$ cat src/logic/pipe_skid.sv
`timescale 1ns/10ps

module pipe_skid #(
	parameter type payload_t = logic
) (
	input  logic     clk,
	input  logic     arst_n,
	input  logic     flush,
	input  logic     in_valid,
	input  payload_t in_data,
	output logic     in_ready,
	output logic     out_valid,
	output payload_t out_data,
	input  logic     out_ready
);

	logic     spare_valid;
	payload_t spare_data;
	logic     in_fire;
	logic     main_free;

	assign in_ready  = ~spare_valid; // comes straight from a flop.
	assign in_fire   = in_valid & in_ready;
	assign main_free = ~out_valid | out_ready;

	always_ff @(posedge clk or negedge arst_n) begin
		if (!arst_n) begin
			out_valid   <= 1'b0;
			spare_valid <= 1'b0;
		end else if (flush) begin
			out_valid   <= 1'b0;
			spare_valid <= 1'b0;
		end else if (main_free) begin
			out_valid   <= spare_valid | in_fire; // the spare entry drains first.
			spare_valid <= 1'b0;
		end else if (in_fire) begin
			spare_valid <= 1'b1; // the output is stalled so the new beat is parked.
		end
	end

	always_ff @(posedge clk) begin
		if (main_free & (spare_valid | in_fire)) begin
			out_data <= spare_valid ? spare_data : in_data;
		end
		if (~main_free & in_fire) begin
			spare_data <= in_data;
		end
	end

	// a stalled output keeps its payload until the consumer takes it.
	assert property (@(posedge clk) disable iff (!arst_n || flush)
		out_valid && !out_ready |=> out_valid && $stable(out_data));

endmodule

$ cat config.mk
export PLATFORM = sky130hd
export DESIGN_NAME = pipe_skid
export DESIGN_NICKNAME = d
export VERILOG_FILES = /design/src/logic/pipe_skid.sv
export SDC_FILE = /design/constraint.sdc
export NUM_CORES = 1
export LEC_CHECK = 0
export ABC_AREA = 1
export BUFFER_PORTS_ARGS = -buffer_cell sky130_fd_sc_hd__buf_2
export CAP_MARGIN = 0
export CORE_AREA = 2 2 39 41
export DETAILED_ROUTE_END_ITERATION = 12
export DIE_AREA = 0 0 41 43
export PLACE_DENSITY_LB_ADDON = 0.05
export SLEW_MARGIN = 20
export SYNTH_ARGS = -nofsm -noshare
export SYNTH_HDL_FRONTEND = slang
export SYNTH_SLANG_ARGS = --single-unit
$ cat constraint.sdc
create_clock -name clk -period 1 [get_ports clk]
set_input_delay 0.3 -clock clk [delete_from_list [all_inputs] [get_ports clk]]
set_output_delay 0.3 -clock clk [all_outputs]
set_load 0.005 [all_outputs]
-- After elaboration in Yosys (flattened, before gate mapping)
Cells that the tools add are included.
- multiplexer cells: 6
- bitwise gates (word level): 8
- reductions and logical operators: 2
- operators with widths (cell ; number):
    2-to-1 mux 1 bit ; 6
    bitwise AND 1 bit ; 3
    inverter 1 bit ; 3
    nonzero test 3 bit ; 1
    bitwise OR 1 bit ; 2
    nonzero test 2 bit ; 1
- bits in registers: 4
- input port bits: 6
- word-level logic and storage cells: 20

-- Depth between registers and ports, before layout
- depth after elaboration: 5
- depth in mapped cells: 3

-- Worst setup path before layout
OpenSTA, ideal clock, no wires.
- kind: flip-flop to flip-flop
- from: register out_valid
- to: register spare_data (enable)
- setup time: 0.298 ns
- arrival: 0.556 ns
- data required time: 0.702 ns
- path slack: 0.145 ns
- cell stages (with the launch flop): 3
- cell sequence: dfrtp_1 > nand3_1 > nor2_1
- cells in the longest elaborated chain, start to end: 4
- RTL lines (element ; RTL line ; text):
    start: declaration ; 12 ; output logic out_valid,
    start signal: assignment ; 34 ; out_valid <= spare_valid | in_fire;
    inverter 1 bit ; 24 ; assign main_free = ~out_valid | out_ready;
    bitwise OR 1 bit ; 24 ;
    inverter 1 bit ; 45 ; if (~main_free & in_fire) begin
    bitwise AND 1 bit ; 45 ;
    end signal: assignment ; 46 ; spare_data <= in_data;
    end: declaration ; 18 ; payload_t spare_data;
No other way between the ends.
A chain may end at the register's enable or synchronous reset.

-- Worst setup path in the final report
- from: register spare_valid
- to: output in_ready
- cells in the longest elaborated chain, start to end: 1
- RTL lines (element ; RTL line ; text):
    start: declaration ; 17 ; logic spare_valid;
    start signal: assignment ; 29 ; spare_valid <= 1'b0;
    start signal: assignment ; 32 ; spare_valid <= 1'b0;
    start signal: assignment ; 35 ; spare_valid <= 1'b0;
    inverter 1 bit ; 22 ; assign in_ready = ~spare_valid;
    end: declaration ; 11 ; output logic in_ready,
No other way between the ends.

==> results.sh <==
export IMPL_drt_total_wl_um=448
export IMPL_clock_latency_ps=240
export IMPL_timing_final_max_slew_violations=0
export IMPL_holdWs_ps=262.4
export IMPL_numCtsBuffers=3
export IMPL_grt_pass1_wl_um=655
export IMPL_reg2reg_to="out_data"
export IMPL_drt_iter0_drc=0
export IMPL_htree_num_levels=1
export IMPL_cts_path_max_buffers=2
export IMPL_setup_ws_ps=-57.66
export IMPL_placed_area_um2=234.0
export IMPL_fin_crit_ps=1058
export IMPL_violations="setup timing"
export IMPL_drc=0
export IMPL_rsz0062_at_grt="true"
export IMPL_p_per_area_nw_per_um2=1507
export IMPL_critPathRequiredTime_ps=700
export IMPL_dieHeight_um=43
export IMPL_grt_overflow_total=0
export IMPL_p_leak_nw=0.1554
export IMPL_die_area_um2=1763
export IMPL_cts_tree="done"
export IMPL_synth_edf_count=2
export IMPL_synth_seq_cells=4
export IMPL_hold_violations=0
export IMPL_synth_nets=24
export IMPL_cp_end_kind="primary output"
export IMPL_fin_area_um2=306.5
export IMPL_drtAntennaViolNets=0
export IMPL_syn2layout_area_growth_pct=76.26
export IMPL_worst_slew_pin_slew_ps=140.5
export IMPL_synth_top_area_share=0.3453
export IMPL_die_w_um=41
export IMPL_post_dp_hpwl_um=333.5
export IMPL_drive_gt1_frac=0.5143
export IMPL_crit_path_start_kind="flop"
export IMPL_vdd_ir_drop_max_mv=0.7332
export IMPL_drt_pass1_iterations=1
export IMPL_vias_per_cell=3.647
export IMPL_fin_worst_skew_ps=13.39
export IMPL_cts_sinks=4
export IMPL_status="finished with violations"
export IMPL_gp_congestion=0.6946
export IMPL_synth_area_um2=173.9
export IMPL_diodes=0
export IMPL_clkTransAtPathRegs_ps=50
export IMPL_crit_path_max_fanout=2
export IMPL_io_pins=9
export IMPL_rows=14
export IMPL_min_delay_path_class="input pin to flop"
export IMPL_max_freq_mhz=945.5
export IMPL_drv_cap=0
export IMPL_min_from="in_data"
export IMPL_numPortBuffers=8
export IMPL_grt_pass1_vias=179
export IMPL_period_share=1.058
export IMPL_wire_per_inst_um=8.784
export IMPL_core_um2=1384
export IMPL_r2r_setup_slack_ps=30
export IMPL_grt_max_degree=5
export IMPL_grt_util_all_layers=0.06143
export IMPL_synth_top_cell_by_area="edfxtp_1"
export IMPL_synth_commonest_cells="nand2_1, inv_1"
export IMPL_whs_endpoint="spare_data"
export IMPL_min_path_cells=1
export IMPL_start_util=0.1257
export IMPL_synthCells=18
export IMPL_postSynthAreaPerCell_um2=9.662
export IMPL_synth_cell_types=9
export IMPL_arrival_ps=760
export IMPL_max_slew_margin_rel=0.9053
export IMPL_place_ws_ps=25.39
export IMPL_setup_viol=3
export IMPL_cts_root_buf="clkbuf_4"
export IMPL_crit_type="flop to primary output"
export IMPL_synth_most_common_cell="nand2_1"
export IMPL_final_nets=42
export IMPL_reg2reg_depth=5
export IMPL_r2r_start="spare_valid"
export IMPL_async_reset_ff_frac=0.5000
export IMPL_antenna_found_initial=0
export IMPL_seq_area_frac_synth=0.6331
export IMPL_ys_warn_count=0
export IMPL_synthFlopType="edfxtp_1"
export IMPL_synth_area_top_cells="edfxtp_1, dfrtp_1, nand2_1"
export IMPL_via_count=186
## how the worst max path moves through the flow
| stage | startpoint | to | slack [ps] | cells past startpoint |
|---|---|---|---|---|
| global route | spare_valid | in_ready | -100 | 2 |
| floorplan | out_valid | spare_data | 150 | 2 |
| CTS | spare_valid | in_ready | -80 | 2 |
| global placement | out_ready | spare_data | 30 | 4 |
| detailed placement | out_ready | spare_data | 30 | 4 |
| finish | spare_valid | in_ready | -60 | 2 |
## report_power, final
part | internal, W | switching (W) | total, W
registers | 0.000183 | 0.00000354 | 0.000187
clock network | 0.000150 | 0.0000717 | 0.000222
logic | 0.0000288 | 0.0000248 | 0.0000536
## timing repair
action,CTS,global route
gates resized for setup,0,2
setup endpoints to repair,3,3
pin swaps,0,0
setup buffers,3,1
hold buffers,1,0
hold endpoints to repair,2,0
## layout by cell type (no fill, tap or decap)
cell type / instances
a21oi_2: 1
buf_2: 7
buf_4: 4
buf_6: 1
clkbuf_1: 1
clkbuf_4: 3
dfrtp_1: 2
dlygate4sd3_1: 1
edfxtp_1: 2
inv_1: 2
inv_2: 1
nand2_1: 4
nand3_1: 2
nor2_1: 2
nor2_2: 1
o21ai_0: 1
## final cells by class
cell class / count / area [um^2]
sequential: 4 / 110.1
timing repair buffer: 13 / 86.33
multi-input combinational: 11 / 52.55
fill: 165 / 1077
tap: 16 / 20.02
inverter: 3 / 11.26
clock buffer: 4 / 26.28
## state kept, by name (all words and copies together), names as in the netlist
| register | count |
|---|---|
| spare_valid | 1 |
| out_data | 1 |
| out_valid | 1 |
| spare_data | 1 |
## logic make-up (layout without fill, tap and decap cells)
kind of cell	count (synthesis)	count (layout)	share of synthesized area
compound gates	2	2	0.07912
flops	4	4	0.6331
buf+inv	3	20	0.06474
simple gates	9	9	0.2230
## layer usage
metal | vias to the layer above | track usage | wire (um)
met5 | - | 0 | 0
met4 | 0 | 0 | 0
met3 | 0 | 0.07853 | 27
met2 | 4 | 0.1031 | 251
met1 | 89 | 0.04221 | 169
li1 | 93 | - | -
## per-stage QoR
stage | power (W) | cells | util | TNS (ps)
4_1_cts | 0.0004735 | 50 | 0.2116 | -152.7
5_1_grt | 0.0004901 | 51 | 0.2215 | -256.1
6_report | 0.0004620 | 51 | 0.2215 | -108.5
3_5_place_dp | 0.0002298 | 42 | 0.1691 | 0
3_3_place_gp | 0.0002302 | 42 | 0.1691 | 0
2_1_floorplan | 0.0002068 | 18 | - | 0
## worst max-delay path, cell delays in order, from the launching register on
cell	delay (ps)
dfrtp_1	380
inv_2	70
buf_6	80
No activity file was read; power rests on OpenSTA's default activity.
