<file path="src/logic/muldiv_params.svh">
`ifndef MULDIV_PARAMS_SVH
`define MULDIV_PARAMS_SVH

// ##############################
// datapath sizing
// ##############################

// operand and result width of the execute stage.
`define MULDIV_XLEN 64

// width of the tag that travels with each request.
`define MULDIV_TAG_W 4

// the divider retires one quotient bit per iteration.
`define MULDIV_DIV_STEPS `MULDIV_XLEN

`endif

</file>
<file path="src/logic/muldiv_pkg.sv">
`include "muldiv_params.svh"

package muldiv_pkg;

	// ##############################
	// operation encoding
	// ##############################

	typedef enum logic [2:0] {
		OP_MUL  = 3'd0,
		OP_MULW = 3'd1,
		OP_DIV  = 3'd2,
		OP_DIVU = 3'd3,
		OP_REM  = 3'd4,
		OP_REMU = 3'd5
	} muldiv_op_t;

	// ##############################
	// payloads
	// ##############################

	typedef struct packed {
		muldiv_op_t               op;
		logic [`MULDIV_XLEN-1:0]  a;
		logic [`MULDIV_XLEN-1:0]  b;
		logic [`MULDIV_TAG_W-1:0] tag;
	} muldiv_req_t;

	typedef struct packed {
		logic                     is_signed;
		logic                     want_rem; // remainder instead of quotient.
		logic                     is_word; // result is sign extended from bit 31.
		logic [`MULDIV_TAG_W-1:0] tag;
	} muldiv_ctl_t;

	typedef struct packed {
		logic [`MULDIV_XLEN-1:0]  result;
		logic [`MULDIV_TAG_W-1:0] tag;
	} muldiv_rsp_t;

endpackage

</file>
<file path="src/logic/muldiv_dispatch.sv">
`timescale 1ns/10ps
`include "muldiv_params.svh"

module muldiv_dispatch
	import muldiv_pkg::*;
(
	input  logic                    clk,
	input  logic                    arst_n,
	input  logic                    flush,
	input  logic                    in_valid,
	input  muldiv_req_t             in_req,
	input  logic                    div_busy,
	input  logic                    en,
	output logic                    in_ready,
	output logic                    mul_valid,
	output logic                    div_start,
	output logic [`MULDIV_XLEN-1:0] opa,
	output logic [`MULDIV_XLEN-1:0] opb,
	output muldiv_ctl_t             ctl
);

	localparam logic [1:0] MUL_DEPTH = 2'd2; // pipeline stages inside mul_pipe.

	logic [1:0]  mul_cnt;
	logic        is_mul;
	logic        mul_empty;
	logic        can_mul;
	logic        can_div;
	logic        in_fire;
	muldiv_ctl_t dec_ctl;

	// ##############################
	// decode
	// ##############################

	always_comb begin
		dec_ctl     = '0;
		dec_ctl.tag = in_req.tag;
		is_mul      = 1'b0;
		case (in_req.op)
			OP_MUL: begin
				is_mul = 1'b1;
			end
			OP_MULW: begin
				is_mul          = 1'b1;
				dec_ctl.is_word = 1'b1;
			end
			OP_DIV: begin
				dec_ctl.is_signed = 1'b1;
			end
			OP_REM: begin
				dec_ctl.is_signed = 1'b1;
				dec_ctl.want_rem  = 1'b1;
			end
			OP_REMU: begin
				dec_ctl.want_rem = 1'b1;
			end
			default: begin
				dec_ctl.is_signed = 1'b0; // divu and the unused codes.
			end
		endcase
	end

	// ##############################
	// issue and ordering
	// ##############################

	assign mul_empty = ~mul_valid & (mul_cnt == 2'd0);
	assign can_mul   = (~mul_valid | en) & ~div_busy & ~div_start;
	assign can_div   = mul_empty & ~div_busy & ~div_start;
	assign in_ready  = is_mul ? can_mul : can_div;
	assign in_fire   = in_valid & in_ready;

	always_ff @(posedge clk or negedge arst_n) begin
		if (!arst_n) begin
			mul_valid <= 1'b0;
			div_start <= 1'b0;
			mul_cnt   <= 2'd0;
		end else if (flush) begin
			mul_valid <= 1'b0;
			div_start <= 1'b0;
			mul_cnt   <= 2'd0;
		end else begin
			div_start <= in_fire & ~is_mul;
			if (in_fire & is_mul) begin
				mul_valid <= 1'b1;
			end else if (en) begin
				mul_valid <= 1'b0;
			end
			if (en) begin // counts enabled cycles until the multiplier has drained.
				if (mul_valid) begin
					mul_cnt <= MUL_DEPTH;
				end else if (mul_cnt != 2'd0) begin
					mul_cnt <= mul_cnt - 2'd1;
				end
			end
		end
	end

	always_ff @(posedge clk) begin
		if (in_fire) begin
			opa <= in_req.a;
			opb <= in_req.b;
			ctl <= dec_ctl;
		end
	end

	assert property (@(posedge clk) disable iff (!arst_n) !(div_start && mul_valid));

endmodule

</file>
<file path="config.mk">
export PLATFORM = sky130hd
export DESIGN_NAME = muldiv_dispatch
export DESIGN_NICKNAME = d
export VERILOG_FILES = /design/src/logic/muldiv_pkg.sv /design/src/logic/muldiv_dispatch.sv
export VERILOG_INCLUDE_DIRS = /design/src /design/src/logic
export SDC_FILE = /design/constraint.sdc
export NUM_CORES = 1
export LEC_CHECK = 0
export ABC_AREA = 1
export ABC_CLOCK_PERIOD_IN_PS = 3800
export BUFFER_PORTS_ARGS = -buffer_cell sky130_fd_sc_hd__buf_2
export CAP_MARGIN = 20
export CORE_UTILIZATION = 35
export DETAILED_ROUTE_END_ITERATION = 16
export PLACE_DENSITY_LB_ADDON = 0.2
export SYNTH_ARGS = -nofsm -noshare
export SYNTH_HDL_FRONTEND = slang
export SYNTH_SLANG_ARGS = --single-unit
</file>
<file path="constraint.sdc">
create_clock -name clk -period 3.8 [get_ports clk]
set_clock_uncertainty 0.05 [all_clocks]
set_input_delay 0.19 -clock clk [delete_from_list [all_inputs] [get_ports clk]]
set_output_delay 0.19 -clock clk [all_outputs]
set_load 0.05 [all_outputs]
</file>
==> impl_results.md, run 1 <==
* Outcome: stopped before the end
* Stage reached: clock tree synthesis (4_1_cts)
* First error message: [ERROR RSZ-0060] Max buffer count reached.
* Top cell type's share of synthesized area at between 90 and 100%
* # rows at 40
* Top Ports at about 280
* Hold_buf cts at between 100 and 150
* Root buf cell: clkbuf_16
* Detail Placement HPWL at ~6900 um
* Post-synth ARST share at approximately 2.9%
* # Post-CTS Setup Buffers at 0
* EDFF count, synth at between 100 and 150
* IO buf count at around 280
* Leading area contributor after synthesis: edfxtp_1
* Gpl congestion at 0.767
* Mapped Area at between 4000 and 5000 um^2
* H-tree levels at 4
* Post-synth top cells: edfxtp_1, inv_1, nand2_1, nor2_1
* Starting density of the core at between 30% and 40%
* CTS buffer count at 17
* Syn Nets at 316
* Syn. warnings at 0
* Top_reg_cell synth: edfxtp_1
* Die height at about 110 um
* Post-synthesis sequential area ratio at between 90% and 100%
* FF+latch count, synth at 139
* Most numerous cell in the Yosys netlist: edfxtp_1
* Syn_area_per_cell at 24.9 um^2
* Syn Inst Count at around 170
* Cell variety after synth at 15
* Post-cts sizing count at 0
* Largest cells by area after synthesis: edfxtp_1, dfrtp_1, inv_1
* Die Span X at 113 um
* Clock sinks at around 140
* CTS max path bufs at 2
==> cells by family after synthesis <==
kind of cell / Yosys count / share of synthesized area, %
AOI/OAI and AO/OA: 3 / 0.462
adders and majority gates: 1 / 0.289
buffers and inverters: 11 / 0.953
DFF: 139 / 95.9
and+or+nand+nor: 20 / 2.40
==> through the flow <==
| stage | hold slack (ps) | setup slack [ps] | util [%] | instances | cell area (um^2) |
|---|---|---|---|---|---|
| detailed placement | -41.3 | 1360 | 49.5 | 622 | 5960 |
| global placement | -47.2 | 1480 | 49.5 | 622 | 5960 |
| floorplan | -156 | 296 | - | 174 | 4340 |
==> inputs of run 2 (changes only) <==
--- a/config.mk
+++ b/config.mk
@@ -7,12 +7,12 @@
 export NUM_CORES = 1
 export LEC_CHECK = 0
 export ABC_AREA = 1
-export ABC_CLOCK_PERIOD_IN_PS = 3800
+export ABC_CLOCK_PERIOD_IN_PS = 4940
 export BUFFER_PORTS_ARGS = -buffer_cell sky130_fd_sc_hd__buf_2
 export CAP_MARGIN = 20
-export CORE_UTILIZATION = 35
+export CORE_UTILIZATION = 20
 export DETAILED_ROUTE_END_ITERATION = 16
-export PLACE_DENSITY_LB_ADDON = 0.2
+export PLACE_DENSITY_LB_ADDON = 0.15
 export SYNTH_ARGS = -nofsm -noshare
 export SYNTH_HDL_FRONTEND = slang
 export SYNTH_SLANG_ARGS = --single-unit
==> constraint.sdc (replaced) <==
create_clock -name clk -period 4.94 [get_ports clk]
set_clock_uncertainty 0.05 [all_clocks]
set_input_delay 0.247 -clock clk [delete_from_list [all_inputs] [get_ports clk]]
set_output_delay 0.247 -clock clk [all_outputs]
set_load 0.05 [all_outputs]
==> run 2 against run 1 <==
The flow now finishes without violations. Synthesized cell count unchanged. Area after synthesis is the same.
==> impl_results.md, run 2 <==
* Outcome: finished, final reports clean
* Hold Vio Cnt, Final at 0
* CTS tree: built
* Die area at between 20000 and 25000 um^2
* Mapped Area at around 4300 um^2
* Leading area contributor after synthesis: edfxtp_1
* Syn Nets at 316
* Most numerous cell in the Yosys netlist: edfxtp_1
* Fin nets at around 750
* Static leakage at 3.37 nW
* DP Cell Count at about 730
* Pwr Total at 3.25 mW
* Pwr per Cell Area at 404 nW/um^2
* Sum Neg Setup Slack at 0 ps
* Largest net degree at the start of global routing at between 70 and 80
* Vias at approximately 3200
* Final worst slack at between 2000 and 2500 ps
* TritonRoute pass-1 iters at 4
* Crit path kind: reg -> reg
* Top_reg_cell synth: edfxtp_1
* Antenna violations before repair at 1
* Gpl congestion at between 0.7 and 0.8
* Syn. warnings at 0
* Max-slew violations at 0
* Commonest non-fill, non-tap cell in the layout: buf_2
* Comb power frac at between 10% and 20%
* # Max-Cap Violations at 0
* Syn Inst Count at between 150 and 200
* Detail Placement HPWL at roughly 8300 um
* HP Class: in -> reg
* IO buf count at roughly 280
* FF-to-FF End: opb[58]
* FF-to-FF setup slack at between 2000 and 2500 ps
* Die Span X at 149 um
* Post-synth ARST share at 2.88%
* First-pass GRT wire length at 16900 um
* DR WL/cell at 13.0 um
* Max_slew headroom at 54.9%
* Hold path cells at 2
* RSZ-0062 raised after global routing: no
* Setup crit end kind: flop
* EDFF count, synth at between 100 and 150
* GRT overflow at 0
* Core Region at ~21000 um^2
* Post-synth top cells: edfxtp_1, inv_1, nand2_1, nor2_1
* Post-synthesis sequential area ratio at a little over nine tenths
* Tcrit/Tclk final at 50.0%
* Area of the multi-input gates at around 140 um^2
* Sw frac at between 20% and 30%
* Hold path startpoint: in_req[132]
* Worst Setup SP: mul_cnt[0]
* WP data required at a little under 5000 ps
* FMAX at slightly above 400 MHz
* FF+latch count, synth at 139
* Crit path time final at roughly 2500 ps
* Internal Power at 2.40 mW
* CTS buffer count at 17
* Crit Path Max Fanout at 75
* Die height at between 100 and 150 um
* Psw at about 0.86 mW
* Flop pwr share at 43.2%
* Latest clock arrival within the worst-skew pair at around 400 ps
* Ratio of cells with drive above 1 in the final layout at between 50% and 60%
* Worst-Margin Slew at 676 ps
* Detail Route Antenna Nets at 0
* Most frequent cells in the layout: buf_2, edfxtp_1, dlygate4sd3_1, clkbuf_16, inv_1
* Post-cts sizing count at 0
* # Post-CTS Setup Buffers at 0
* Pre-CTS setup slack at 2460 ps
* RR Startpoint: mul_cnt[0]
* Starting density of the core at between 20% and 30%
* Syn_area_per_cell at 24.9 um^2
* # rows at 53
* Area Overhead vs Synth at 85.9%
* Filler instances at about 2000
* Hold Worst Slack at just under 90 ps
* Worst Reg-to-Reg Cells at 7
* Cell variety after synth at 15
* Top Ports at approximately 280
* Post-Layout Cell Count at between 800 and 900
* Vias in the first global route at 3413
* Worst setup SP type: flop
* Seq. cell area at ~4200 um^2
* Regs by FF count: opa x64, opb x64, ctl x7
* Worst path arrival time at roughly 2500 ps
* Root buf cell: clkbuf_16
* Initial drt markers at around 90
* Tot GR Track Use at around 10%
* Top cell type's share of synthesized area at roughly 94%
* Vias/cell at 3.57
* Clk pwr share at between 40% and 50%
* H-tree levels at 4
* Final setup viols at 0
* DRC at 0
* Clock sinks at 139
* Clk pin slew, worst setup/hold paths at roughly 60 ps
* WL final at about 12000 um
* Largest cells by area after synthesis: edfxtp_1, dfrtp_1, inv_1
* Peak supply drop at about 0.21 mV
* Worst Hold Endpoint: ctl[6]
* CTS max path bufs at 2
run 2: cell counts after synthesis:
Identical to the previous run, type by type.
run 2: logic make-up after synthesis:
group	after synthesis	share of synthesized area (%)
AO/OA/AOI/OAI	3	0.462
adder cells (fa/ha/maj)	1	0.289
buffers and inverters	11	0.953
flip-flops	139	95.9
AND/OR/NAND/NOR	20	2.40
run 2: repair_timing:
item / in CTS / in global routing
hold buffers: 134 / 0
hold endpoints to repair: 139 / 0
setup endpoints to repair: 0 / 0
run 2: cell type report:
class	count	share of cell area, %
antenna	1	0.0311
clock buffer	17	5.28
clock inverter	14	2.44
inverter	11	0.575
multi-input combinational	24	1.69
sequential	139	51.6
tap	275	4.27
timing repair buffer	414	34.1
run 2: critical path, cell delays in order, from the launching register on:
cell,delay (ps)
dfrtp_1,380
inv_1,90
ha_1,170
nand2_2,80
nand2_2,80
nand3_1,180
inv_6,550
buf_4,510
run 2: metrics by stage:
stage	util, %	instance area [um^2]
floorplan	-	4330
global placement	28.8	6090
detailed placement	28.8	6090
CTS	38.1	8050
global route	38.1	8050
finish	38.1	8050
run 2: how the worst max path moves through the flow:
stage | endpoint | depth (start not counted)
2_1_floorplan | ctl[0] | 5
3_3_place_gp | opa[47] | 7
3_5_place_dp | opa[2] | 7
4_1_cts | opb[44] | 7
5_1_grt | opb[58] | 7
6_report | opb[58] | 7
run 2: routing by layer:
layer,up-vias,global-route usage (%),routed length [um]
li1,1542,-,-
met1,1491,11.0,4640
met2,154,17.6,5860
met3,11,4.46,919
met4,0,4.03,182
met5,-,0,0
run 2: power groups by stage:
| stage | logic (mW) | clock network [mW] | registers (mW) |
|---|---|---|---|
| 3_5_place_dp | 0.434 | 0 | 1.43 |
| 6_report | 0.513 | 1.33 | 1.41 |
| 4_1_cts | 0.519 | 1.39 | 1.41 |
| 3_3_place_gp | 0.432 | 0 | 1.43 |
| 2_1_floorplan | 0.0505 | 0 | 1.68 |
| 5_1_grt | 0.541 | 1.44 | 1.41 |
(Power assumes the default switching activity.)
