$ cat src/logic/muldiv_params.svh
`ifndef MULDIV_PARAMS_SVH
`define MULDIV_PARAMS_SVH

// ##############################
// datapath sizing
// ##############################

// operand and result width of the execute stage.
`define MULDIV_XLEN 64

// width of the tag that travels with each request.
`define MULDIV_TAG_W 4

// the divider retires one quotient bit per iteration.
`define MULDIV_DIV_STEPS `MULDIV_XLEN

`endif

$ cat src/logic/muldiv_pkg.sv
`include "muldiv_params.svh"

package muldiv_pkg;

	// ##############################
	// operation encoding
	// ##############################

	typedef enum logic [2:0] {
		OP_MUL  = 3'd0,
		OP_MULW = 3'd1,
		OP_DIV  = 3'd2,
		OP_DIVU = 3'd3,
		OP_REM  = 3'd4,
		OP_REMU = 3'd5
	} muldiv_op_t;

	// ##############################
	// payloads
	// ##############################

	typedef struct packed {
		muldiv_op_t               op;
		logic [`MULDIV_XLEN-1:0]  a;
		logic [`MULDIV_XLEN-1:0]  b;
		logic [`MULDIV_TAG_W-1:0] tag;
	} muldiv_req_t;

	typedef struct packed {
		logic                     is_signed;
		logic                     want_rem; // remainder instead of quotient.
		logic                     is_word; // result is sign extended from bit 31.
		logic [`MULDIV_TAG_W-1:0] tag;
	} muldiv_ctl_t;

	typedef struct packed {
		logic [`MULDIV_XLEN-1:0]  result;
		logic [`MULDIV_TAG_W-1:0] tag;
	} muldiv_rsp_t;

endpackage

$ cat src/logic/pipe_skid.sv
`timescale 1ns/10ps

module pipe_skid #(
	parameter type payload_t = logic
) (
	input  logic     clk,
	input  logic     arst_n,
	input  logic     flush,
	input  logic     in_valid,
	input  payload_t in_data,
	output logic     in_ready,
	output logic     out_valid,
	output payload_t out_data,
	input  logic     out_ready
);

	logic     spare_valid;
	payload_t spare_data;
	logic     in_fire;
	logic     main_free;

	assign in_ready  = ~spare_valid; // comes straight from a flop.
	assign in_fire   = in_valid & in_ready;
	assign main_free = ~out_valid | out_ready;

	always_ff @(posedge clk or negedge arst_n) begin
		if (!arst_n) begin
			out_valid   <= 1'b0;
			spare_valid <= 1'b0;
		end else if (flush) begin
			out_valid   <= 1'b0;
			spare_valid <= 1'b0;
		end else if (main_free) begin
			out_valid   <= spare_valid | in_fire; // the spare entry drains first.
			spare_valid <= 1'b0;
		end else if (in_fire) begin
			spare_valid <= 1'b1; // the output is stalled so the new beat is parked.
		end
	end

	always_ff @(posedge clk) begin
		if (main_free & (spare_valid | in_fire)) begin
			out_data <= spare_valid ? spare_data : in_data;
		end
		if (~main_free & in_fire) begin
			spare_data <= in_data;
		end
	end

	// a stalled output keeps its payload until the consumer takes it.
	assert property (@(posedge clk) disable iff (!arst_n || flush)
		out_valid && !out_ready |=> out_valid && $stable(out_data));

endmodule

$ cat src/logic/muldiv_result.sv
`timescale 1ns/10ps
`include "muldiv_params.svh"

module muldiv_result
	import muldiv_pkg::*;
(
	input  logic                    clk,
	input  logic                    arst_n,
	input  logic                    flush,
	input  logic                    mul_valid,
	input  logic [`MULDIV_XLEN-1:0] mul_value,
	input  muldiv_ctl_t             mul_ctl,
	input  logic                    div_done,
	input  logic [`MULDIV_XLEN-1:0] div_value,
	input  muldiv_ctl_t             div_ctl,
	input  logic                    rsp_ready,
	output logic                    en,
	output logic                    div_ack,
	output muldiv_rsp_t             rsp,
	output logic                    rsp_valid
);

	muldiv_ctl_t             sel_ctl;
	logic [`MULDIV_XLEN-1:0] sel_value;
	muldiv_rsp_t             fmt_rsp;
	logic                    fmt_valid;
	logic                    skid_ready;

	// only one unit can hold a finished result at a time.
	assign fmt_valid = mul_valid | div_done;
	assign sel_ctl   = div_done ? div_ctl : mul_ctl;
	assign sel_value = div_done ? div_value : mul_value;

	always_comb begin
		fmt_rsp.tag = sel_ctl.tag;
		if (sel_ctl.is_word) begin
			fmt_rsp.result = {{(`MULDIV_XLEN-32){sel_value[31]}}, sel_value[31:0]};
		end else begin
			fmt_rsp.result = sel_value;
		end
	end

	assign en      = skid_ready; // freezes the multiplier under back-pressure.
	assign div_ack = skid_ready & div_done;

	pipe_skid #(
		.payload_t (muldiv_rsp_t)
	) rsp_skid_inst (
		.clk       (clk),
		.arst_n    (arst_n),
		.flush     (flush),
		.in_valid  (fmt_valid),
		.in_data   (fmt_rsp),
		.in_ready  (skid_ready),
		.out_valid (rsp_valid),
		.out_data  (rsp),
		.out_ready (rsp_ready)
	);

	assert property (@(posedge clk) disable iff (!arst_n) !(mul_valid && div_done));

endmodule

$ cat config.mk
export PLATFORM = sky130hd
export DESIGN_NAME = muldiv_result
export DESIGN_NICKNAME = d
export VERILOG_FILES = /design/src/logic/muldiv_pkg.sv /design/src/logic/pipe_skid.sv /design/src/logic/muldiv_result.sv
export VERILOG_INCLUDE_DIRS = /design/src /design/src/logic
export SDC_FILE = /design/constraint.sdc
export NUM_CORES = 1
export LEC_CHECK = 0
export ABC_AREA = 1
export BUFFER_PORTS_ARGS = -buffer_cell sky130_fd_sc_hd__buf_2
export CAP_MARGIN = 20
export CELL_PAD_IN_SITES_DETAIL_PLACEMENT = 0
export CELL_PAD_IN_SITES_GLOBAL_PLACEMENT = 1
export CORE_MARGIN = 4
export CORE_UTILIZATION = 37
export DETAILED_ROUTE_END_ITERATION = 6
export PLACE_DENSITY_LB_ADDON = 0.1
export SLEW_MARGIN = 25
export SYNTH_ARGS = -nofsm -noshare
export SYNTH_HDL_FRONTEND = slang
export SYNTH_HIERARCHICAL = 1
export SYNTH_SLANG_ARGS = --single-unit
$ cat constraint.sdc
create_clock -name clk -period 5.49 [get_ports clk]
set_clock_uncertainty 0.05 [all_clocks]
set_input_delay 1.098 -clock clk [delete_from_list [all_inputs] [get_ports clk]]
set_output_delay 1.098 -clock clk [all_outputs]
set_load 0.02 [all_outputs]
# After elaboration in Yosys (flattened, before gate mapping)

Cells that the tools add are included.

Bitwise operators: 10
Multiplexer cells: 9
Reduce and logical (&&, ||, !) cells: 2

Operators by type and width:

| kind               | count |
|---|---|
| 2-to-1 mux 64 bit  | 2 |
| 2-to-1 mux 68 bit  | 1 |
| 2-to-1 mux 1 bit   | 5 |
| 2-to-1 mux 5 bit   | 1 |
| AND 1 bit          | 4 |
| inverter 1 bit     | 3 |
| bitwise OR 1 bit   | 3 |
| nonzero test 3 bit | 1 |
| nonzero test 2 bit | 1 |

Bits in registers: 138
Output and inout bits: 71
Input port bits: 148

# Longest topological paths before layout

Depth in word-level cells: 5
Gate-level depth with buffers: 9
Gate-level depth less buffers: 7

# Hierarchy

The synthesis kept the hierarchy.

By module, submodules not included:

| module        | seq. area each (µm²) | cells each | area each (µm²) | instances |
|---|---|---|---|---|
| pipe_skid     | 4134.0               | 368        | 5038.6          | 1 |
| muldiv_result | 0.0                  | 302        | 1212.4          | 1 |

# Least setup slack after synthesis

Ideal clock, no wire load.

Path kind: input to register
Start point: in div_done
End point: reg rsp_skid_inst/out_data[0] (netlist bit) (enable)
Required time: 4.923 ns
Buffers on the path: 2
Setup time: 0.517 ns
Cell stages on the path: 5
Path slack: 0.048 ns
Data arrival time: 4.876 ns
Path through: buf_6 -> buf_2 -> or2_2 -> nor2_1 -> a21oi_1

Longest elaborated chain between the ends: 4

RTL lines:

| what                   | line                | text |
|---|---|---|
| start: declaration     | muldiv_result.sv:13 | `input logic div_done,` |
| bitwise OR 1 bit       | muldiv_result.sv:30 | `assign fmt_valid = mul_valid \| div_done;` |
| via fmt_valid          | muldiv_result.sv:26 | `logic fmt_valid;` |
| AND 1 bit              | pipe_skid.sv:23     | `assign in_fire = in_valid & in_ready;` |
| bitwise OR 1 bit       | pipe_skid.sv:42     | `if (main_free & (spare_valid \| in_fire)) begin` |
| AND 1 bit              | pipe_skid.sv:42     |  |
| end signal: assignment | pipe_skid.sv:43     | `out_data <= spare_valid ? spare_data : in_data;` |
| end: declaration       | pipe_skid.sv:13     | `output payload_t out_data,` |

The timed path passes the listed nets, and every way through them passes these cells.
A chain may end at the register's enable or synchronous reset.

# Worst setup path in the final report

Start point: reg rsp_skid_inst.spare_valid
End point: out div_ack

Longest elaborated chain between the ends: 2

RTL lines:

| what                     | line                | text |
|---|---|---|
| start: declaration       | pipe_skid.sv:17     | `logic spare_valid;` |
| start signal: assignment | pipe_skid.sv:29     | `spare_valid <= 1'b0;` |
| start signal: assignment | pipe_skid.sv:32     | `spare_valid <= 1'b0;` |
| start signal: assignment | pipe_skid.sv:35     | `spare_valid <= 1'b0;` |
| inverter 1 bit           | pipe_skid.sv:22     | `assign in_ready = ~spare_valid;` |
| AND 1 bit                | muldiv_result.sv:44 | `assign div_ack = skid_ready & div_done;` |
| end: declaration         | muldiv_result.sv:18 | `output logic div_ack,` |

No other way between the ends.

==> out/qor.csv <==
metric,value,unit
cts_buffer_depth,2,
first_global_vias,4708,
finalNonFillerCells,1104,
endpoint_kind,output pin,
path_class,reg -> out,
portBuffers,214,
combPwrFrac,14.3,%
fin_setup_tns,0,ns
clock_latency,0.40,ns
irDropWorstVdd,0.000211,V
ctsResizeCount,0,
ant_nets,0,
numCtsBuffers,17,
dp_slack,1.88,ns
antenna_found_initial,0,
maxSlewViolCount,0,
drive_gt1_share,29.1,%
drcViolationCount,0,
dp_hpwl,9960,um
start_util,37.7,%
globalplace.congestion,0.715,
n_fill_cell,1654,
coreArea,16600,sq um
internal-power,2.16,mW
syn_inst,670,
setup_viol,0,
syn-num-nets,818,
drt_iter0_markers,228,
n_antenna_cell,0,
regArea,4140,sq um
pwr-share-seq,45.6,%
final.period_utilization,59.7,%
arrival,2.13,ns
synth-edff-count,136,
power.switching,0.698,mW
yosysWarningCount,6,
layout_min_cycle_time,3.28,ns
hold_path.class,in -> async,
total_leakage_power,4.02,nW
multi_input_area,1870,sq um
clk_pin_slew,0.05,ns
ctsHoldBuffers,0,
vias_per_cell,4.42,
areaGrowthSynthToFinish,29.4,%
yosysMostFrequentCell,nand2_1,
synth_common_cells,"nand2_1 (477), edfxtp_1 (136), buf_2 (21)",
required,4.34,ns
first_pass_iters,7,
dp.cells,1073,
grt_pass1_wl,23200,um
async_flop_share,1.45,%
ys.flop_type,edfxtp_1,
dieArea,19000,sq um
fin_util,48.8,%
grt_remaining_overflow,0,
die_h,138,um
nNetsFinal,1022,
holdWs,0.426,ns
num_io_pins,219,
cts_tree,built,
syn_area,6250,sq um
rsz0062_at_grt,no,
cts_root_buf,clkbuf_16,
slew_headroom,49.7,%
ys_types,15,
power_density,354,nW/um^2
netSwitchingFraction,24.4,%
setup_slack,2.21,ns
die_x,138,um
max_freq,305,MHz
grt_max_degree,71,
ys_ff_latch,138,
status,"complete, no violations",
post_drt_wl_per_cell,13.8,um
synth_top_area_cell,edfxtp_1,
grt_usage,15.9,%
rows,47,
worstMarginPinSlew,0.755,ns
cts.sinks,138,
cp-start-kind,flip-flop,
avgSynthCellArea,9.33,sq um
path_max_fanout,70,
synth.area.top_cells,"edfxtp_1 (65%), nand2_1 (29%), buf_2 (1.7%), buf_6 (1.1%), buf_4 (0.84%)",
totalWireLength,15200,um
htreeDepth,4,
final_hold_viol_count,0,
postCtsSetupRepairBufs,0,
p_clk_share,40.1,%
route.vias.total,4885,
drv_cap,0,
synth_top_area_share,65.3,%
seq_area_frac_synth,66.1,%
[power groups by stage]
| stage | Clock [mW] | Sequential (mW) | Combinational [mW] |
|---|---|---|---|
| after floorplan | 0 | 1.41 | 0.167 |
| after global placement | 0 | 1.33 | 0.404 |
| after detailed placement | 0 | 1.33 | 0.411 |
| after CTS | 1.17 | 1.31 | 0.411 |
| after global routing | 1.22 | 1.31 | 0.459 |
| final | 1.15 | 1.31 | 0.410 |
[layout make-up]
class / count / share of cell area [%]
repair buffers: 221 / 14.7
clock inverters: 11 / 1.92
well taps: 220 / 3.40
multi-input cells: 489 / 23.1
flip-flops and latches: 138 / 51.1
inverters: 7 / 0.387
clock buffers: 18 / 5.31
[worst paths after layout]
| kind | startpoint | endpoint | slack [ns] | cells past startpoint |
|---|---|---|---|---|
| setup reg to reg | rsp_skid_inst/spare_valid | rsp_skid_inst/out_data[34] | 2.72 | 4 |
| hold / removal | arst_n | rsp_skid_inst/spare_valid | 0.43 | 1 |
| hold reg to reg | rsp_skid_inst/spare_data[2] | rsp_skid_inst/out_data[2] | 0.46 | 2 |
| setup / recovery | rsp_skid_inst/spare_valid | div_ack | 2.21 | 4 |
| max in group asynchronous | arst_n | rsp_skid_inst/spare_valid | 4.86 | 1 |
| min in group clk | rsp_skid_inst/spare_data[2] | rsp_skid_inst/out_data[2] | 0.46 | 2 |
[logic make-up (layout without fill, tap and decap cells)]
logic type             Yosys count  after routing  synth area share [%]
AOI/OAI and AO/OA                2              2                 0.160
buffers and inverters           43            257                  4.22
DFF                            138            138                  66.1
and+or+nand+nor                487            487                  29.5
[state kept, by name (all words and copies together), names as in the netlist]
register,flops
rsp_skid_inst/out_valid,1
rsp_skid_inst/spare_data,68
rsp_skid_inst/spare_valid,1
rsp_skid_inst/out_data,68
[worst max-delay path, cell delays in order, from the launching register on]
cell and delay (ns):
dfrtp_2 0.85, inv_4 0.49, nand2_1 0.18, inv_1 0.04, buf_2 0.15
[per-stage QoR]
step	power (mW)	cell area (sq um)
after CTS	2.89	8030
after floorplan	1.58	6250
after detailed placement	1.74	7450
after global routing	2.99	8090
after global placement	1.73	7450
final	2.86	8090
[routing by layer]
| layer | global-route usage (%) | vias up | part of all wire (%) |
|---|---|---|---|
| li1 | - | 2540 | - |
| met1 | 19.8 | 2188 | 43 |
| met2 | 26.6 | 147 | 48 |
| met3 | 4.90 | 10 | 7.4 |
| met4 | 4.56 | 0 | 1.1 |
| met5 | 0 | - | 0 |
[cell usage in the layout, fill, tap and decap left out, types with 2 or more instances in the layout]
cell type  count
clkinv_1       2
buf_2        214
buf_12         2
bufinv_16      4
nand2_2        4
edfxtp_1     136
buf_16         2
buf_4          3
inv_4          2
clkinv_2       4
nand2_1      477
inv_1          5
nand3_1        2
clkbuf_16     17
nor2_1         2
Power figures use the tool's default switching activity.
