===== config.mk =====
export PLATFORM = sky130hd
export DESIGN_NAME = div_iter
export DESIGN_NICKNAME = d
export VERILOG_FILES = /design/src/logic/muldiv_pkg.sv /design/src/logic/div_iter.sv
export VERILOG_INCLUDE_DIRS = /design/src /design/src/logic
export SDC_FILE = /design/constraint.sdc
export NUM_CORES = 1
export LEC_CHECK = 0
export BUFFER_PORTS_ARGS = -buffer_cell sky130_fd_sc_hd__buf_2
export CORE_ASPECT_RATIO = 0.9
export CORE_MARGIN = 5
export CORE_UTILIZATION = 55
export CTS_CLUSTER_SIZE = 14
export DETAILED_ROUTE_END_ITERATION = 8
export PLACE_DENSITY_LB_ADDON = 0.25
export SYNTH_ARGS = -nofsm -noshare
export SYNTH_HDL_FRONTEND = slang
export SYNTH_SLANG_ARGS = --single-unit

===== constraint.sdc =====
create_clock -name clk -period 14.9 [get_ports clk]
set_input_delay 4.47 -clock clk [delete_from_list [all_inputs] [get_ports clk]]
set_output_delay 4.47 -clock clk [all_outputs]
set_load 0.05 [all_outputs]

===== src/logic/muldiv_params.svh =====
`ifndef MULDIV_PARAMS_SVH
`define MULDIV_PARAMS_SVH

// ##############################
// datapath sizing
// ##############################

// operand and result width of the execute stage.
`define MULDIV_XLEN 64

// width of the tag that travels with each request.
`define MULDIV_TAG_W 4

// the divider retires one quotient bit per iteration.
`define MULDIV_DIV_STEPS `MULDIV_XLEN

`endif


===== src/logic/muldiv_pkg.sv =====
`include "muldiv_params.svh"

package muldiv_pkg;

	// ##############################
	// operation encoding
	// ##############################

	typedef enum logic [2:0] {
		OP_MUL  = 3'd0,
		OP_MULW = 3'd1,
		OP_DIV  = 3'd2,
		OP_DIVU = 3'd3,
		OP_REM  = 3'd4,
		OP_REMU = 3'd5
	} muldiv_op_t;

	// ##############################
	// payloads
	// ##############################

	typedef struct packed {
		muldiv_op_t               op;
		logic [`MULDIV_XLEN-1:0]  a;
		logic [`MULDIV_XLEN-1:0]  b;
		logic [`MULDIV_TAG_W-1:0] tag;
	} muldiv_req_t;

	typedef struct packed {
		logic                     is_signed;
		logic                     want_rem; // remainder instead of quotient.
		logic                     is_word; // result is sign extended from bit 31.
		logic [`MULDIV_TAG_W-1:0] tag;
	} muldiv_ctl_t;

	typedef struct packed {
		logic [`MULDIV_XLEN-1:0]  result;
		logic [`MULDIV_TAG_W-1:0] tag;
	} muldiv_rsp_t;

endpackage


===== src/logic/div_iter.sv =====
`timescale 1ns/10ps
`include "muldiv_params.svh"

module div_iter
	import muldiv_pkg::*;
(
	input  logic                    clk,
	input  logic                    arst_n,
	input  logic                    flush,
	input  logic                    start,
	input  logic [`MULDIV_XLEN-1:0] opa,
	input  logic [`MULDIV_XLEN-1:0] opb,
	input  muldiv_ctl_t             in_ctl,
	input  logic                    ack,
	output logic                    busy,
	output logic                    done,
	output logic [`MULDIV_XLEN-1:0] value,
	output muldiv_ctl_t             out_ctl
);

	localparam int XLEN  = `MULDIV_XLEN;
	localparam int CNT_W = $clog2(`MULDIV_DIV_STEPS + 1);
	localparam logic [CNT_W-1:0] STEPS = CNT_W'(`MULDIV_DIV_STEPS);
	localparam logic [XLEN-1:0] MOST_NEG = {1'b1, {(XLEN-1){1'b0}}};

	typedef enum logic [1:0] {
		S_IDLE,
		S_RUN,
		S_DONE
	} state_t;

	state_t           state;
	logic [CNT_W-1:0] cnt;
	logic [XLEN-1:0]  quo; // dividend bits shift out at the top as quotient bits enter.
	logic [XLEN-1:0]  rem;
	logic [XLEN-1:0]  dvs;
	logic             q_neg;
	logic             r_neg;
	logic             dbz;
	logic             ovf;
	logic             a_neg;
	logic             b_neg;
	logic [XLEN-1:0]  a_mag;
	logic [XLEN-1:0]  b_mag;
	logic [XLEN:0]    shifted;
	logic [XLEN:0]    trial;
	logic [XLEN-1:0]  q_fix;
	logic [XLEN-1:0]  r_fix;

	assign a_neg = in_ctl.is_signed & opa[XLEN-1];
	assign b_neg = in_ctl.is_signed & opb[XLEN-1];
	assign a_mag = a_neg ? -opa : opa;
	assign b_mag = b_neg ? -opb : opb;

	assign shifted = {rem, quo[XLEN-1]};
	assign trial   = shifted - {1'b0, dvs}; // top bit set means the divisor did not fit.

	// ##############################
	// control
	// ##############################

	always_ff @(posedge clk or negedge arst_n) begin
		if (!arst_n) begin
			state <= S_IDLE;
			cnt   <= '0;
		end else if (flush) begin
			state <= S_IDLE;
			cnt   <= '0;
		end else begin
			case (state)
				S_IDLE: begin
					if (start) begin
						state <= S_RUN;
						cnt   <= STEPS;
					end
				end
				S_RUN: begin
					cnt <= cnt - CNT_W'(1);
					if (cnt == CNT_W'(1)) begin
						state <= S_DONE;
					end
				end
				S_DONE: begin
					if (ack) begin
						state <= S_IDLE; // the result stage has taken the value.
					end
				end
				default: begin
					state <= S_IDLE;
				end
			endcase
		end
	end

	// ##############################
	// datapath
	// ##############################

	always_ff @(posedge clk) begin
		if (start) begin
			quo     <= a_mag;
			rem     <= '0;
			dvs     <= b_mag;
			q_neg   <= a_neg ^ b_neg;
			r_neg   <= a_neg; // remainder takes the sign of the dividend.
			dbz     <= (opb == '0);
			ovf     <= in_ctl.is_signed & (opa == MOST_NEG) & (&opb);
			out_ctl <= in_ctl;
		end else if (state == S_RUN) begin
			rem <= trial[XLEN] ? shifted[XLEN-1:0] : trial[XLEN-1:0];
			quo <= {quo[XLEN-2:0], ~trial[XLEN]};
		end
	end

	// with a zero divisor the remainder register ends up holding the dividend magnitude.
	assign q_fix = dbz ? '1 : (ovf ? MOST_NEG : (q_neg ? -quo : quo));
	assign r_fix = ovf ? '0 : (r_neg ? -rem : rem);

	assign value = out_ctl.want_rem ? r_fix : q_fix;
	assign done  = (state == S_DONE);
	assign busy  = (state != S_IDLE);

	// dispatch must hold a new divide back until the last one is acknowledged.
	assert property (@(posedge clk) disable iff (!arst_n) !(start && busy));

endmodule


== Word-level counts from Yosys, hierarchy flattened ==
Cells that the tools add are included.

* Flip-flop bits (word level): 212
* Bits in latches: 0
* RAM bits: 0
* Memory bits (read-only): 0
* Bits of input ports: 140
* Output and inout bits: 73
* Logic and storage cells: 59
* Memories: 0

* $add $sub $neg: 6
* Multiply operators: 0
* Divide/modulo/power cells: 0
* $lt $le $gt $ge: 0
* Equal/unequal tests: 7
* Shifts and indexed selects: 0
* Muxes and demuxes: 19
* Bitwise gates (word level): 6
* Reduce and logical (&&, ||, !) cells: 8

{| class="wikitable"
|+ Operator list
! kind !! number
|-
| 64-bit two-way mux || 11
|-
| 64-bit negator || 4
|-
| 65-bit by 64-bit subtractor with 65-bit output || 1
|-
| 64-bit equality test (second input constant) || 1
|-
| 64-bit zero test || 1
|-
| 64-bit AND reduction || 1
|-
| 7-bit two-way mux || 2
|-
| 7-bit case mux with 2 select lines || 1
|-
| 3-bit inequality test (second input constant) || 3
|-
| 2-bit two-way mux || 4
|-
| 7-bit by 1-bit equality test with 1-bit output (second input constant) || 1
|-
| 7-bit by 1-bit subtractor with 7-bit output (second input constant) || 1
|-
| 2-bit case mux with 3 select lines || 1
|-
| 1-bit bitwise AND || 4
|-
| 2-bit nonzero test || 2
|-
| 3-bit AND reduction || 1
|-
| 3-bit nonzero test || 1
|-
| 2-bit by 1-bit equality test with 1-bit output (second input constant) || 1
|-
| 2-bit equality test (second input constant) || 1
|-
| 2-bit zero test || 1
|-
| 2-bit AND reduction || 1
|-
| 1-bit inverter || 1
|-
| 1-bit XOR || 1
|}

== Longest topological paths before layout ==
* Depth in word-level cells: 5
* Gate-level depth with buffers: 15
* Gate-level depth less buffers: 13

== Worst setup path before layout ==
No wires, ideal clock.

* Kind: flip-flop to output port
* Start point: reg rem[6]
* End point: out value[49]
* Data arrival time: 4.087 ns
* Data required time: 10.430 ns
* Setup slack: 6.343 ns
* Stages on the path, launching flop included: 13
* Buffers on the path: 2
* Cell sequence: dfxtp_1 > clkbuf_1 > nor4_1 > or3b_2 > or4_1 > or2_2 > clkbuf_1 > nor2_1 > nand2_1 > o31ai_1 > xnor2_1 > a21oi_1 > o21ai_0

* Longest elaborated chain between the ends: 4

{| class="wikitable"
|+ Ends and longest elaborated chain
! what !! RTL line !! RTL
|-
| from (decl) || div_iter.sv:35 || <nowiki>logic [XLEN-1:0] rem;</nowiki>
|-
| from (signal assigned) || div_iter.sv:110 || <nowiki>rem <= trial[XLEN] ? shifted[XLEN-1:0] : trial[XLEN-1:0];</nowiki>
|-
| 64-bit negator || div_iter.sv:117 || <nowiki>assign r_fix = ovf ? '0 : (r_neg ? -rem : rem);</nowiki>
|-
| 64-bit two-way mux (2 in a row) || div_iter.sv:117 ||
|-
| 64-bit two-way mux || div_iter.sv:119 || <nowiki>assign value = out_ctl.want_rem ? r_fix : q_fix;</nowiki>
|-
| to (decl) || div_iter.sv:17 || <nowiki>output logic [`MULDIV_XLEN-1:0] value,</nowiki>
|}

No other way between the ends.

== Worst setup path after layout ==
* Start point: reg quo[5]
* End point: out value[63]

* Longest elaborated chain between the ends: 5

{| class="wikitable"
|+ Ends and longest elaborated chain
! what !! RTL line !! RTL
|-
| from (decl) || div_iter.sv:34 || <nowiki>logic [XLEN-1:0] quo;</nowiki>
|-
| from (signal assigned) || div_iter.sv:101 || <nowiki>quo <= a_mag;</nowiki>
|-
| from (signal assigned) || div_iter.sv:111 || <nowiki>quo <= {quo[XLEN-2:0], ~trial[XLEN]};</nowiki>
|-
| 64-bit negator || div_iter.sv:116 || <nowiki>assign q_fix = dbz ? '1 : (ovf ? MOST_NEG : (q_neg ? -quo : quo));</nowiki>
|-
| 64-bit two-way mux (3 in a row) || div_iter.sv:116 ||
|-
| 64-bit two-way mux || div_iter.sv:119 ||
|}

No other way between the ends.

==> impl_metrics.tcl <==
set metrics [dict create \
    required_ns 10.43 \
    vias 18000 \
    syn_avg_cell_area_sq_um 7.85 \
    power_mw 2.20 \
    final_hold_viol_count 0 \
    cts_tree "built" \
    ir_drop_v 0.0000900 \
    setup_viol 0 \
    final_common_cell "nand2_1" \
    grt_max_degree 108 \
    r2r.worst_path.cells 14 \
    grt_overflow 0 \
    drc 0 \
    setup_ws_ns 5.89 \
    whs_ns 0.526 \
    startpoint_type "flip-flop" \
    tightest_slew_ns 1.15 \
    start_util 0.557 \
    p_leak_nw 8.20 \
    place_congestion 0.940 \
    cts_buffers 27 \
    wl_per_cell_um 19.4 \
    ys_warn_count 0 \
    yosys_register_bits 212 \
    synth_ff_type "edfxtp_1" \
    first_pass_iters 6 \
    worstPathArrival_ns 4.54 \
    drt_iter0_drc 1526 \
    port_buffers 212 \
    cts_setup_buffers 0 \
    wl_met3_mm 3.64 \
    fin_nets 2661 \
    via_per_inst 6.23 \
    m1WireLength_mm 23.2 \
    power_density_nw_per_um2 107 \
    critPathCaptureType "output pin" \
    critPathCapture "value[63]" \
    pin_count 213 \
    antenna_cells 0 \
    syn2layout_area_growth_pct 11.7 \
    clk_pin_slew_ns 0.06 \
    r2r-start "quo[63]" \
    drv_slew 0 \
    rrSetupSlack_ns 9.93 \
    fmax_mhz 111 \
    crit_start "quo[5]" \
    crit_type "flip-flop to output pin" \
    postRouteAntennaNets 0 \
    place_ws_ns 6.47 \
    max-slew-margin-rel 0.232 \
    outcome "complete, no violations" \
    coreArea_sq_um 32900 \
    finalSetupTns_ns 0 \
    dieArea_sq_um 37100 \
    synth_cells 2338 \
    place_hpwl_mm 43.1 \
    synth_edf_count 139 \
    syn_area_sq_um 18400 \
    die_w_um 203 \
    crit_fanout 6 \
    clock_latency_ns 0.55 \
    fin_crit_ns 9.01 \
    ys_types 68 \
    grt_pass1_vias 16600 \
    clock-root-buffer "clkbuf_16" \
    post-route-util 0.622 \
    antenna_found_initial 1 \
    timing.rr.end "rem[6]" \
    rows 63 \
    wirelength_mm 56.0 \
    rsz0062_at_grt "false" \
    drv_cap 0 \
    die_h_um 183 \
    min_path_type "flip-flop to flip-flop" \
    grt_usage 0.282 \
    cts.sinks 212 \
    layout-drive-gt1-share 0.122 \
    finalCritPeriodShare 0.605 \
    wl_met2_mm 27.4 \
    grt_pass1_wl_mm 86.0 \
    syn_nets 2550 \
    htreeDepth 1 \
    highest_layer "met5" \
    most-common-layout-cells "247 x nand2_1, 233 x a21oi_1, 232 x nor2_1, 211 x buf_2, 180 x o21ai_0" \
    cts_hold_buf 0 \
    ys_seq_area_frac 0.309 \
    fill_cells 2970 \
    async_flop_share 0.0425 \
    clock_path_buffers 3 \
    post_cts_resized 0 \
    skew_ns 0.0162 \
]
## how the worst min path moves through the flow
stage,cells past startpoint,start,slack (ns),end
2_1_floorplan,2,cnt[1],0.46,cnt[1]
3_3_place_gp,2,cnt[1],0.48,cnt[1]
3_5_place_dp,2,cnt[1],0.50,cnt[1]
4_1_cts,2,cnt[1],0.51,cnt[1]
5_1_grt,2,cnt[1],0.54,cnt[1]
6_report,2,cnt[1],0.53,cnt[1]
## per-layer routing
layer,vias up,track usage
li1,8673,-
met1,8579,0.369
met2,660,0.489
met3,110,0.0396
met4,2,0.0839
met5,-,0
## synthesized netlist by cell type, types with 9 or more instances
cell,count,share of area
nor2b_1,13,0.0044
and2_1,15,0.0051
edfxtp_1,139,0.23
a31oi_1,23,0.0078
o21ai_0,180,0.049
nor2_1,232,0.047
xnor2_1,131,0.063
or2_2,12,0.0041
nand3_1,33,0.0090
nand2_1,247,0.051
o21bai_1,21,0.0086
dfxtp_1,64,0.070
inv_1,114,0.023
o221ai_1,19,0.0091
a311oi_1,40,0.019
xor2_1,179,0.085
or4_1,21,0.0086
nor3_1,51,0.014
o211ai_1,11,0.0045
a21oi_1,233,0.064
nand4_1,42,0.014
dfrtp_1,9,0.012
a21o_1,27,0.011
clkbuf_1,133,0.027
ha_1,71,0.048
or3_1,41,0.014
o41ai_1,21,0.010
nand2b_1,27,0.0092
nor4_1,23,0.0078
o31ai_1,65,0.027
## power by group
| group | leakage, nW | internal [mW] | switching (mW) |
|---|---|---|---|
| Clock | 0.481 | 0.446 | 0.264 |
| Sequential | 2.00 | 0.698 | 0.0662 |
| Combinational | 5.72 | 0.246 | 0.481 |
## flip-flops by register name, indices dropped and copies added (netlist names)
| signal | count |
|---|---|
| cnt | 7 |
| dbz | 1 |
| dvs | 64 |
| out_ctl | 7 |
| ovf | 1 |
| q_neg | 1 |
| quo | 64 |
| r_neg | 1 |
| rem | 64 |
| state | 2 |
## critical path, stage by stage, from the launching register on
cell      delay, ns
edfxtp_1       0.45
nor4_1         0.61
nand4_1        0.35
or3_4          0.45
or2_1          0.28
or4_1          0.55
or3_4          0.45
o31ai_4        0.19
xnor2_1        0.16
nor3_2         0.05
o22ai_1        0.16
buf_2          0.30
## layout make-up
| class | count | area, sq um | area share |
|---|---|---|---|
| multi-input cells | 1870 | 11700 | 0.573 |
| repair buffers | 224 | 1160 | 0.0566 |
| flip-flops and latches | 212 | 5680 | 0.277 |
| well taps | 422 | 528 | 0.0257 |
| inverters | 114 | 428 | 0.0209 |
| clock inverters | 12 | 163 | 0.00793 |
| clock buffers | 37 | 805 | 0.0392 |
## cell families (layout without fill, tap and decap cells)
group	Yosys count	in the layout	synth area share
muxes	8	8	0.00457
adders and majority gates	72	72	0.0495
DFF	212	212	0.309
and+or+nand+nor	785	785	0.201
xor gates and xnor gates	310	310	0.148
AOI/OAI and AO/OA	695	695	0.235
buffers and inverters	256	387	0.0525
## per-stage QoR
stage          cells  area, sq um
6_report        2891        20500
4_1_cts         2891        20500
2_1_floorplan   2338        18400
5_1_grt         2891        20500
3_3_place_gp    2842        19500
3_5_place_dp    2842        19500
No activity file was read; power rests on OpenSTA's default activity.
